**src/issue_pkg.sv**
```systemverilog
/*
 shared widths and types of the dual-issue control block
 register addresses, commit IDs, table masks and the issue mask
*/
package issue_pkg;

    localparam int REG_ADDR_W  = 5;
    localparam int COMMIT_ID_W = 3;

    // one pending-write entry per commit ID
    localparam int TABLE_DEPTH = 1 << COMMIT_ID_W;

    // x0 never takes part in a hazard
    typedef logic [REG_ADDR_W-1:0]  reg_addr_t;

    typedef logic [COMMIT_ID_W-1:0] commit_id_t;  // index into the table

    // one bit per table entry
    typedef logic [TABLE_DEPTH-1:0] entry_mask_t;

    // bit 0 issues slot 0, bit 1 issues slot 1
    typedef logic [1:0]             issue_mask_t;

endpackage

```
**src/commit_if.sv**
```systemverilog
/*
 completion strobes from the two execution ports
*/
interface commit_if;

    logic                  commit0_valid;  // one-cycle strobe
    issue_pkg::commit_id_t commit0_id;
    logic                  commit1_valid;
    issue_pkg::commit_id_t commit1_id;

    modport top (
        output commit0_valid, commit0_id, commit1_valid, commit1_id
    );

    modport consumer (
        input commit0_valid, commit0_id, commit1_valid, commit1_id
    );

endinterface

```
**src/issue_slot_if.sv**
```systemverilog
/*
 one decoded instruction slot as seen by the issue stage
*/
interface issue_slot_if;

    logic                  valid;
    issue_pkg::reg_addr_t  rd;
    issue_pkg::reg_addr_t  rs1;
    issue_pkg::reg_addr_t  rs2;
    logic                  rd_we;
    logic                  csr;
    logic                  ctrl_flow;       // jump or branch
    logic                  already_issued;  // went out in an earlier cycle

    logic                  active;
    logic                  rd_track;

    // already issued slots are held by decode but no longer count
    assign active   = valid && !already_issued;
    assign rd_track = active && rd_we && (rd != '0);  // write worth tracking

    modport top (
        output valid, rd, rs1, rs2, rd_we, csr, ctrl_flow, already_issued,
        input  active, rd_track
    );

    modport consumer (
        input valid, rd, rs1, rs2, rd_we, csr, ctrl_flow, already_issued,
        input active, rd_track
    );

endinterface

```
**src/dual_issue_ctrl.sv**
```systemverilog
/*
 dual-issue control top, decides which of two decoded slots issue,
 hands out commit IDs and tracks outstanding long-latency writes
*/
module dual_issue_ctrl (
    input  logic                   clk,
    input  logic                   rst_n,

    input  logic                   slot0_valid_i,
    input  issue_pkg::reg_addr_t   slot0_rd_i,
    input  issue_pkg::reg_addr_t   slot0_rs1_i,
    input  issue_pkg::reg_addr_t   slot0_rs2_i,
    input  logic                   slot0_rd_we_i,
    input  logic                   slot0_csr_i,
    input  logic                   slot0_ctrl_flow_i,
    input  logic                   slot0_already_issued_i,

    input  logic                   slot1_valid_i,
    input  issue_pkg::reg_addr_t   slot1_rd_i,
    input  issue_pkg::reg_addr_t   slot1_rs1_i,
    input  issue_pkg::reg_addr_t   slot1_rs2_i,
    input  logic                   slot1_rd_we_i,
    input  logic                   slot1_csr_i,
    input  logic                   slot1_ctrl_flow_i,
    input  logic                   slot1_already_issued_i,

    input  logic                   commit0_valid_i,
    input  issue_pkg::commit_id_t  commit0_id_i,
    input  logic                   commit1_valid_i,
    input  issue_pkg::commit_id_t  commit1_id_i,

    output issue_pkg::issue_mask_t issue_mask_o,
    output logic                   stall_o,
    output issue_pkg::commit_id_t  slot0_id_o,
    output issue_pkg::commit_id_t  slot1_id_o,
    output logic                   lock_o
);

    issue_slot_if slot0_if ();
    issue_slot_if slot1_if ();
    commit_if     commit_bus ();

    issue_pkg::entry_mask_t occupied;
    issue_pkg::entry_mask_t live;
    issue_pkg::reg_addr_t   entry_rd [issue_pkg::TABLE_DEPTH];
    issue_pkg::commit_id_t  free_id0;
    issue_pkg::commit_id_t  free_id1;
    issue_pkg::issue_mask_t issue_mask;
    logic                   one_free;
    logic                   two_free;

    assign slot0_if.valid          = slot0_valid_i;
    assign slot0_if.rd             = slot0_rd_i;
    assign slot0_if.rs1            = slot0_rs1_i;
    assign slot0_if.rs2            = slot0_rs2_i;
    assign slot0_if.rd_we          = slot0_rd_we_i;
    assign slot0_if.csr            = slot0_csr_i;
    assign slot0_if.ctrl_flow      = slot0_ctrl_flow_i;
    assign slot0_if.already_issued = slot0_already_issued_i;

    assign slot1_if.valid          = slot1_valid_i;
    assign slot1_if.rd             = slot1_rd_i;
    assign slot1_if.rs1            = slot1_rs1_i;
    assign slot1_if.rs2            = slot1_rs2_i;
    assign slot1_if.rd_we          = slot1_rd_we_i;
    assign slot1_if.csr            = slot1_csr_i;
    assign slot1_if.ctrl_flow      = slot1_ctrl_flow_i;
    assign slot1_if.already_issued = slot1_already_issued_i;

    assign commit_bus.commit0_valid = commit0_valid_i;
    assign commit_bus.commit0_id    = commit0_id_i;
    assign commit_bus.commit1_valid = commit1_valid_i;
    assign commit_bus.commit1_id    = commit1_id_i;

    pending_write_table u_table (
        .clk          (clk),
        .rst_n        (rst_n),
        .slot0        (slot0_if),
        .slot1        (slot1_if),
        .commit       (commit_bus),
        .issue_mask_i (issue_mask),
        .free_id0_i   (free_id0),
        .free_id1_i   (free_id1),
        .occupied_o   (occupied),
        .live_o       (live),
        .entry_rd_o   (entry_rd)
    );

    free_slot_picker u_picker (
        .occupied_i (occupied),
        .free_id0_o (free_id0),
        .free_id1_o (free_id1),
        .one_free_o (one_free),
        .two_free_o (two_free)
    );

    hazard_detect u_hazard (
        .slot0        (slot0_if),
        .slot1        (slot1_if),
        .live_i       (live),
        .entry_rd_i   (entry_rd),
        .one_free_i   (one_free),
        .two_free_i   (two_free),
        .issue_mask_o (issue_mask)
    );

    assign issue_mask_o = issue_mask;
    assign stall_o      = (issue_mask != 2'b11);  // decode holds both slots
    assign lock_o       = |occupied;

    // slot 1 keeps free_id1 even when slot 0 stays back
    assign slot0_id_o = (slot0_if.active && issue_mask[0]) ? free_id0 : '0;
    assign slot1_id_o = (slot1_if.active && issue_mask[1]) ? free_id1 : '0;

endmodule

```
**src/free_slot_picker.sv**
```systemverilog
/*
 free entry picker, finds the two lowest free table entries
 and reports whether one or two are available
*/
module free_slot_picker (
    input  issue_pkg::entry_mask_t occupied_i,
    output issue_pkg::commit_id_t  free_id0_o,
    output issue_pkg::commit_id_t  free_id1_o,
    output logic                   one_free_o,
    output logic                   two_free_o
);

    logic found0;
    logic found1;

    // scan upward, first hole goes to slot 0, second to slot 1
    always_comb begin
        free_id0_o = '0;
        free_id1_o = '0;
        found0     = 1'b0;
        found1     = 1'b0;
        for (int i = 0; i < issue_pkg::TABLE_DEPTH; i++) begin
            if (!occupied_i[i]) begin
                if (!found0) begin
                    free_id0_o = issue_pkg::commit_id_t'(i);
                    found0     = 1'b1;
                end else if (!found1) begin
                    free_id1_o = issue_pkg::commit_id_t'(i);  // next hole above id0
                    found1     = 1'b1;
                end
            end
        end
    end

    assign one_free_o = found0;
    assign two_free_o = found1;  // implies found0

endmodule

```
**src/hazard_detect.sv**
```systemverilog
/*
 hazard detector, checks both slots against live pending writes and each
 other, applies jump serialization and table capacity to the issue mask
*/
module hazard_detect (
    issue_slot_if.consumer         slot0,
    issue_slot_if.consumer         slot1,

    input  issue_pkg::entry_mask_t live_i,
    input  issue_pkg::reg_addr_t   entry_rd_i [issue_pkg::TABLE_DEPTH],
    input  logic                   one_free_i,
    input  logic                   two_free_i,

    output issue_pkg::issue_mask_t issue_mask_o
);

    logic h0;     // slot 0 blocked by a live entry
    logic h1;     // slot 1 blocked by a live entry
    logic d10;    // slot 1 depends on slot 0
    logic ser;    // slot 0 must go alone
    logic raw10;
    logic waw10;
    logic csr10;

    issue_pkg::issue_mask_t base_mask;

    // RAW on either source or WAW on the destination against one entry
    function automatic logic slot_hits(
        input logic                 active,
        input issue_pkg::reg_addr_t rs1,
        input issue_pkg::reg_addr_t rs2,
        input logic                 rd_track,
        input issue_pkg::reg_addr_t rd,
        input issue_pkg::reg_addr_t addr
    );
        logic raw;
        logic waw;
        raw = active && (((rs1 != '0) && (rs1 == addr)) || ((rs2 != '0) && (rs2 == addr)));
        waw = rd_track && (rd == addr);
        return raw || waw;
    endfunction

    always_comb begin
        h0 = 1'b0;
        h1 = 1'b0;
        for (int i = 0; i < issue_pkg::TABLE_DEPTH; i++) begin
            if (live_i[i]) begin
                h0 = h0 | slot_hits(slot0.active, slot0.rs1, slot0.rs2,
                                    slot0.rd_track, slot0.rd, entry_rd_i[i]);
                h1 = h1 | slot_hits(slot1.active, slot1.rs1, slot1.rs2,
                                    slot1.rd_track, slot1.rd, entry_rd_i[i]);
            end
        end
    end

    // slot 0 rd is nonzero whenever rd_track is set
    assign raw10 = slot0.rd_track && slot1.active &&
                   ((slot1.rs1 == slot0.rd) || (slot1.rs2 == slot0.rd));
    assign waw10 = slot0.rd_track && slot1.rd_track && (slot1.rd == slot0.rd);
    assign csr10 = slot0.active && slot1.active && slot0.csr && slot1.csr;  // csr pairs serialize
    assign d10   = raw10 || waw10 || csr10;

    assign ser   = slot0.active && slot0.ctrl_flow;

    always_comb begin
        if (h0 && ser) begin
            base_mask = 2'b00;
        end else if (h0) begin
            base_mask = (!h1 && !d10) ? 2'b10 : 2'b00;  // slot 1 may pass a stuck slot 0
        end else if (ser) begin
            base_mask = 2'b01;
        end else begin
            base_mask = (!h1 && !d10) ? 2'b11 : 2'b01;
        end
    end

    // capacity gating
    always_comb begin
        issue_mask_o = base_mask;
        if (!one_free_i) begin
            issue_mask_o = 2'b00;
        end else if (!two_free_i) begin
            issue_mask_o[1] = 1'b0;  // slot 1 always takes the second entry
        end
    end

endmodule

```
**src/pending_write_table.sv**
```systemverilog
/*
 pending write table, tracks destinations of issued long-latency writes
 until their commit strobe arrives, and exposes the live mask for hazards
*/
module pending_write_table (
    input  logic                  clk,
    input  logic                  rst_n,

    issue_slot_if.consumer        slot0,
    issue_slot_if.consumer        slot1,
    commit_if.consumer            commit,

    input  issue_pkg::issue_mask_t issue_mask_i,
    input  issue_pkg::commit_id_t  free_id0_i,
    input  issue_pkg::commit_id_t  free_id1_i,

    output issue_pkg::entry_mask_t occupied_o,
    output issue_pkg::entry_mask_t live_o,
    output issue_pkg::reg_addr_t   entry_rd_o [issue_pkg::TABLE_DEPTH]
);

    issue_pkg::entry_mask_t valid_q;
    issue_pkg::entry_mask_t valid_nxt;
    issue_pkg::reg_addr_t   rd_q [issue_pkg::TABLE_DEPTH];

    issue_pkg::entry_mask_t commit_clr;
    issue_pkg::entry_mask_t alloc_set;

    logic alloc0;
    logic alloc1;

    // only issued slots with a real destination take an entry
    assign alloc0 = issue_mask_i[0] && slot0.rd_track;
    assign alloc1 = issue_mask_i[1] && slot1.rd_track;

    always_comb begin
        commit_clr = '0;
        alloc_set  = '0;
        if (commit.commit0_valid) begin
            commit_clr[commit.commit0_id] = 1'b1;
        end
        if (commit.commit1_valid) begin
            commit_clr[commit.commit1_id] = 1'b1;
        end
        if (alloc0) begin
            alloc_set[free_id0_i] = 1'b1;
        end
        if (alloc1) begin
            alloc_set[free_id1_i] = 1'b1;
        end
    end

    // allocation wins over a commit to the same entry
    assign valid_nxt = (valid_q & ~commit_clr) | alloc_set;

    always_ff @(posedge clk or negedge rst_n) begin
        if (!rst_n) begin
            valid_q <= '0;
            for (int i = 0; i < issue_pkg::TABLE_DEPTH; i++) begin
                rd_q[i] <= '0;
            end
        end else begin
            valid_q <= valid_nxt;
            if (alloc0) begin
                rd_q[free_id0_i] <= slot0.rd;
            end
            if (alloc1) begin
                rd_q[free_id1_i] <= slot1.rd;  // never the same entry as slot 0
            end
        end
    end

    assign occupied_o = valid_q;

    // committing entries stop blocking in the commit cycle itself
    assign live_o     = valid_q & ~commit_clr;
    assign entry_rd_o = rd_q;

endmodule
```
**config.mk**
```make
export PLATFORM = sky130hd
export DESIGN_NAME = dual_issue_ctrl
export DESIGN_NICKNAME = d
export VERILOG_FILES = /design/src/issue_pkg.sv /design/src/commit_if.sv /design/src/issue_slot_if.sv /design/src/dual_issue_ctrl.sv /design/src/free_slot_picker.sv /design/src/hazard_detect.sv /design/src/pending_write_table.sv
export SDC_FILE = /design/constraint.sdc
export NUM_CORES = 1
export LEC_CHECK = 0
export ABC_AREA = 1
export BUFFER_PORTS_ARGS = -buffer_cell sky130_fd_sc_hd__buf_2
export CORE_MARGIN = 2
export CORE_UTILIZATION = 57
export DETAILED_ROUTE_END_ITERATION = 10
export GPL_TIMING_DRIVEN = 0
export PLACE_DENSITY = 0.79
export SYNTH_ARGS = -nofsm -noshare
export SYNTH_HDL_FRONTEND = slang
export SYNTH_SLANG_ARGS = --single-unit
```
**constraint.sdc**
```tcl
create_clock -name clk -period 2.2 [get_ports clk]
set_clock_uncertainty 0.05 [all_clocks]
set_input_delay 0.11 -clock clk [delete_from_list [all_inputs] [get_ports clk]]
set_output_delay 0.11 -clock clk [all_outputs]
set_load 0.03 [all_outputs]
```
# --- Word level (Yosys, flattened, before mapping) ---
# Cells that the tools add are included.
# Widths: inputs -> output; s select.
word_totals:
  ff_bits: 48
  output_inout_bits: 10
  word_cells: 331
classes:
  n_lt_le_gt_ge: 12
  eq_ne: 52
  n_mux: 101
  n_bitwise: 21
  reduce_logical: 136
ops:
  columns: ["cell", "n"]
  rows:
  - ["$eq 5x5->1", 51]
  - ["$mux 3", 34]
  - ["$logic_and 1x1->1", 90]
  - ["$bwmux 40", 2]
  - ["$mux 40", 2]
  - ["$mux 1", 46]
  - ["$logic_or 1x1->1", 35]
  - ["$mux 8", 4]
  - ["$demux 5 s3", 2]
  - ["$reduce_bool 5->1", 6]
  - ["$or 8x8->8", 3]
  - ["$lt 3x4->1 const B", 4]
  - ["$or 1x1->1", 14]
  - ["$demux 1 s3", 4]
  - ["$ge 3x1->1 const B", 4]
  - ["$mux 2", 5]
  - ["$mux 5", 2]
  - ["$and 8x8->8", 1]
  - ["$ge 4x4->1 const B", 2]
  - ["$lt 4x1->1 const B", 2]
  - ["$not 3->4", 2]
  - ["$not 8->8", 1]
  - ["$reduce_or 8->1", 1]
  - ["$logic_not 1->1", 4]
  - ["$ne 2x2->1 const B", 1]

# --- Depth between registers and ports, before layout ---
logic_depth:
  ltp_word: 36
  mapped_depth: 20

# --- By module ---
# A second synthesis with hierarchy kept.
hier_totals:
  cells_unflattened: 1370
  hier_area_um2: 7563.5
by_module_without_submodules:
  columns: ["module", "instances", "cells_per_inst", "area_each_um2", "seq_area_each_um2"]
  rows:
  - ["hazard_detect", 1, 832, 4241.6, 0.0]
  - ["pending_write_table", 1, 422, 2753.9, 1201.2]
  - ["free_slot_picker", 1, 74, 395.4, 0.0]
  - ["dual_issue_ctrl", 1, 42, 172.7, 0.0]

# --- Worst setup path after synthesis ---
# Ideal clock, no wire load.
synth_timing:
  kind: "reg-to-output"
  startpoint: "register u_table.valid_q[0], in the netlist u_table.occupied_o[0]"
  endpoint: "output slot1_id_o[0]"
  arrival_time_ps: 2439
  required_time_ps: 2040
  slack_ps: -399
  path_stages_with_launch: 15
  n_path_buf: 0
  cell_sequence: "dfrtp_1 -> ha_1 -> o21ai_1 -> inv_2 -> nand2_4 -> inv_2 -> nand2_4 -> nor2_1 -> a21oi_2 -> nand2_1 -> a21oi_1 -> nand2_1 -> nor2_2 -> nand2_1 -> nor2_1"
synth_via:
  elab_chain_len: 26
synth_rtl:
  columns: ["item", "line", "rtl"]
  rows:
  - ["start: declaration", "pending_write_table.sv:22", "issue_pkg::entry_mask_t valid_q;"]
  - ["start signal: assignment", "pending_write_table.sv:63", "valid_q <= valid_nxt;"]
  - ["$and 8x8->8", "pending_write_table.sv:76", "assign live_o = valid_q & ~commit_clr;"]
  - ["$mux 1", "hazard_detect.sv:47", "if (live_i[i]) begin"]
  - ["$or 1x1->1", "hazard_detect.sv:50", "h1 = h1 | slot_hits(slot1.active, slot1.rs1, slot1.rs2,"]
  - ["$mux 1", "hazard_detect.sv:47", null]
  - ["$or 1x1->1", "hazard_detect.sv:50", null]
  - ["$mux 1", "hazard_detect.sv:47", null]
  - ["$or 1x1->1", "hazard_detect.sv:50", null]
  - ["$mux 1", "hazard_detect.sv:47", null]
  - ["(+11 left out)", null, null]
  - ["$mux 2", "hazard_detect.sv:70", "end else if (ser) begin"]
  - ["$mux 2", "hazard_detect.sv:68", "end else if (h0) begin"]
  - ["$mux 2", "hazard_detect.sv:66", "if (h0 && ser) begin"]
  - ["$mux 1", "hazard_detect.sv:82", "end else if (!two_free_i) begin"]
  - ["$mux 1 (*)", "hazard_detect.sv:80", "if (!one_free_i) begin"]
  - ["named net issue_mask_o[1]", "dual_issue_ctrl.sv:32", "output issue_pkg::issue_mask_t issue_mask_o,"]
  - ["$logic_and 1x1->1 (*)", "dual_issue_ctrl.sv:113", "assign slot1_id_o = (slot1_if.active && issue_mask[1]) ? free_id1 : '0;"]
  - ["$mux 3 (*)", "dual_issue_ctrl.sv:113", null]
  - ["end: declaration", "dual_issue_ctrl.sv:35", "output issue_pkg::commit_id_t slot1_id_o,"]
# Mark *: on every way through the listed nets, which the timed path passes. The rest lies on a longest branch.

# --- Worst setup path in the final report ---
layout_timing:
  startpoint: "register u_table.valid_q[1], in the netlist u_table.occupied_o[1]"
  endpoint: "register u_table.rd_q, in the netlist u_table.entry_rd_o[20]"
layout_via:
  elab_chain_len: 26
layout_rtl:
  columns: ["item", "line", "rtl"]
  rows:
  - ["$mux 3 / $mux 1 (equally long branches)", "free_slot_picker.sv:23", "if (!occupied_i[i]) begin"]
  - ["$mux 3", "free_slot_picker.sv:27", "end else if (!found1) begin"]
  - ["$mux 3", "free_slot_picker.sv:24", "if (!found0) begin"]
  - ["$mux 3", "free_slot_picker.sv:23", null]
  - ["$mux 3", "free_slot_picker.sv:27", null]
  - ["$mux 3", "free_slot_picker.sv:24", null]
  - ["$mux 3", "free_slot_picker.sv:23", null]
  - ["$mux 3", "free_slot_picker.sv:27", null]
  - ["(+10 left out)", null, null]
  - ["$mux 3", "free_slot_picker.sv:23", null]
  - ["$not 3->4 (not written as such)", "pending_write_table.sv:68", "rd_q[free_id1_i] <= slot1.rd;"]
  - ["$ge 4x4->1 (not written as such) / $lt 4x1->1 (equally long branches)", "pending_write_table.sv:68", null]
  - ["$logic_and 1x1->1 (not written as such)", "pending_write_table.sv:68", null]
  - ["$mux 5 (not written as such)", "pending_write_table.sv:68", null]
  - ["$demux 5 s3", "pending_write_table.sv:68", null]
  - ["$bwmux 40", "pending_write_table.sv:68", null]
  - ["$mux 40 (*)", "pending_write_table.sv:67", "if (alloc1) begin"]
  - ["end signal: indexed assignment", "pending_write_table.sv:65", "rd_q[free_id0_i] <= slot0.rd;"]
  - ["end signal: indexed assignment", "pending_write_table.sv:68", null]
  - ["end: declaration", "pending_write_table.sv:24", "issue_pkg::reg_addr_t rd_q [issue_pkg::TABLE_DEPTH];"]
# Every way passes the cells marked *; elsewhere a longest branch is shown, timed or not.

==> results.py <==
metrics = {
    "status": {
        "status": "finished with violations",
        "violations": "design-rule violations, negative setup slack",
    },
    "finish": {
        "insertedDiodeCount": 0,
        "final_util_pct": 75.9,
        "multi_input_area_um2": 6220,
        "nets": 1425,
        "fin_cells": 1549,
        "fill_cells": 979,
        "fin_area_um2": 10100,
        "areaGrowthSynthToFinish_pct": 29.2,
        "layout-drive-gt1-share_pct": 30.3,
        "seq_area_um2": 1200,
    },
    "global_route": {
        "grt_overflow": 0,
        "grt_max_degree": 49,
        "antenna_found_initial": 0,
        "globalRouteTotalUtil_pct": 42.8,
        "grt_first_pass_wirelength_mm": 47.1,
        "grt_pass1_vias": 8411,
    },
    "job": {
        "max_cap_viol_count": 0,
    },
    "sta": {
        "timing.final.ws_setup_ns": -0.608,
        "setup_viol": 57,
        "slew_headroom_pct": 25.6,
        "post-route-period-util_pct": 128,
        "period_needed_ns": 2.81,
        "fmax_ghz": 0.356,
        "hold_violations": 0,
        "worst_pin_slew_ns": 1.12,
        "rsz0062_at_grt": "yes",
        "finalMaxSlewViolations": 0,
    },
    "placement": {
        "port_buffers": 37,
        "place_area_um2": 8300,
        "dp_worst_setup_slack_ns": -0.418,
        "place_inst": 1457,
        "place.gp.congestion": 1.00,
        "hpwlAfterDp_mm": 20.2,
    },
    "die": {
        "fp.coreArea_um2": 13300,
        "die_h_um": 121,
        "start_util_pct": 58.7,
        "fp-row-count": 42,
        "io_pins": 60,
        "die_w_um": 121,
        "die_area_um2": 14700,
    },
    "worst_hold_path": {
        "hold_class": "input pin to flop",
    },
    "yosys": {
        "synth_top_area_cell": "nand2_1",
        "ys_top_cells_by_count": "nand2_1, xnor2_1, nor2_1, inv_1, nand3_1",
        "ys_seq_area_share_pct": 15.3,
        "synth_area_leaders": "nand2_1, xnor2_1, dfrtp_1",
        "synth.most_common_cell": "nand2_1",
        "syn-instance-count": 1244,
        "async_flop_share_pct": 100,
        "ys_warn_count": 0,
        "ys_types": 38,
        "synth-seq-cells": 48,
        "syn-num-nets": 1297,
        "synth_area_per_cell_um2": 6.30,
        "synth_edf_count": 0,
        "synth_top_area_share_pct": 19.4,
        "syn_area_um2": 7830,
        "synthFlopType": "dfrtp_1",
    },
    "worst_setup_path": {
        "endpoint_kind": "flop",
        "timing_worst_setup_path_type": "flop to flop",
        "cp.arrival_ns": 3.00,
        "required_ns": 2.40,
        "cp_max_fo": 6,
        "start_kind": "flop",
    },
    "clock_tree": {
        "clk_latency_ns": 0.30,
        "cts_root_buf": "clkbuf_16",
        "cts_tree": "built",
        "clock_path_buffers": 2,
        "cts_buffers": 5,
        "clkTransAtPathRegs_ns": 0.07,
        "cts_sinks": 48,
        "h-tree-depth": 2,
    },
    "routing": {
        "antenna_left": 0,
        "wl_per_cell_um": 22.7,
        "first_pass_iters": 11,
        "routed_wl_mm": 35.1,
        "drc": 141,
        "drt_iter0_drc": 1888,
        "vias_per_cell": 6.20,
        "vias": 9602,
    },
    "pwr": {
        "leakagePower_nw": 5.01,
        "power_density_nw_per_um2": 988,
        "peakVddDrop_uv": 1180,
    },
}
-- routing by layer --
metal / track usage [%] / share of wire, % / up-vias / wire [um]
met1: 53.1 / 34 / 4257 / 11900
met2: 64.7 / 40 / 909 / 14200
met3: 11.1 / 16 / 341 / 5530
met5: 0 / 0 / - / 0
li1: - / - / 4095 / -
met4: 29.8 / 10 / 0 / 3520
-- cell usage in the layout, fill, tap and decap left out, drive strengths merged, types with 3 or more instances in the layout --
master and count:
xor2 59, clkinv 9, nand3 91, clkbuf 10
o21ai 21, nor2 142, ha 3, nor3 4
inv 117, xnor2 155, dfrtp 48, buf 201
nand2 418, a21oi 7, nand4 68, nand3b 13
-- final timing paths --
kind                                   startpoint                     end  slack [ns]  cells past startpoint
min in group asynchronous                   rst_n   u_table.occupied_o[0]        0.49                      2
hold reg to reg            u_table.entry_rd_o[25]  u_table.entry_rd_o[25]        0.70                      5
hold / removal                      slot1_rd_i[3]  u_table.entry_rd_o[18]        0.30                      3
setup / recovery            u_table.occupied_o[1]  u_table.entry_rd_o[20]       -0.61                     19
max in group asynchronous                   rst_n   u_table.occupied_o[1]        0.85                      2
setup reg to reg            u_table.occupied_o[1]  u_table.entry_rd_o[20]       -0.61                     19
-- cell type report --
type | count | area share, %
clock buffers | 5 | 1.24
clock inverters | 3 | 0.420
inverters | 125 | 5.15
flip-flops and latches | 48 | 11.9
multi-input cells | 985 | 61.5
plain buffers | 87 | 7.35
repair buffers | 120 | 10.3
well taps | 176 | 2.17
-- repair_timing --
| item | 4_1_cts | 5_1_grt |
|---|---|---|
| cloned | 6 | 0 |
| endpoints found under the hold margin | 3 | 0 |
| hold buffers | 1 | 0 |
| setup buffers | 48 | 33 |
| resized for setup | 168 | 108 |
| endpoints found under the setup margin | 57 | 57 |
| pin swaps | 50 | 54 |
-- sequential cells by signal (all words and copies together), names as in the netlist --
| register | flops |
|---|---|
| u_table.entry_rd_o | 40 |
| u_table.occupied_o | 8 |
-- cells by family after synthesis --
group | count (synthesis) | synth area share, %
xor+xnor | 214 | 23.9
compound gates | 31 | 2.30
fa+ha+maj | 3 | 0.479
buf+inv | 213 | 13.4
simple gates | 735 | 44.5
flops | 48 | 15.3
-- power breakdown --
group,leakage (nW),internal [mW],total (mW),switching (mW)
combinational,4.33,3.17,7.76,4.58
clock,0.0798,0.534,0.891,0.357
sequential,0.597,1.16,1.36,0.193
total,5.01,4.87,10.0,5.13
-- worst max-delay path: stages, from the launching register on --
cell and delay [ns]:
dfrtp_2 0.48, ha_4 0.22, nand2_4 0.11, inv_4 0.07
nand2_8 0.11, o21ai_4 0.08, buf_6 0.13, buf_4 0.13
nor2_1 0.14, nand3_2 0.15, nand2_2 0.14, nor2_4 0.07
inv_2 0.07, nand2_4 0.07, nor2_4 0.16, buf_6 0.13
nand4_4 0.15, nand3_1 0.15, nand2_1 0.06, inv_1 0.05
-- metrics by stage --
| step | hold slack (ns) | setup TNS [ns] | power (mW) |
|---|---|---|---|
| CTS | 0.256 | -9.03 | 8.62 |
| finish | 0.296 | -25.85 | 10.0 |
| detailed placement | 0.316 | -15.61 | 6.64 |
| global placement | 0.298 | -14.01 | 6.53 |
| global route | 0.295 | -27.62 | 10.4 |
| floorplan | -0.236 | -0.900 | 5.33 |
Note: power is estimated with default switching activity, not from simulation.
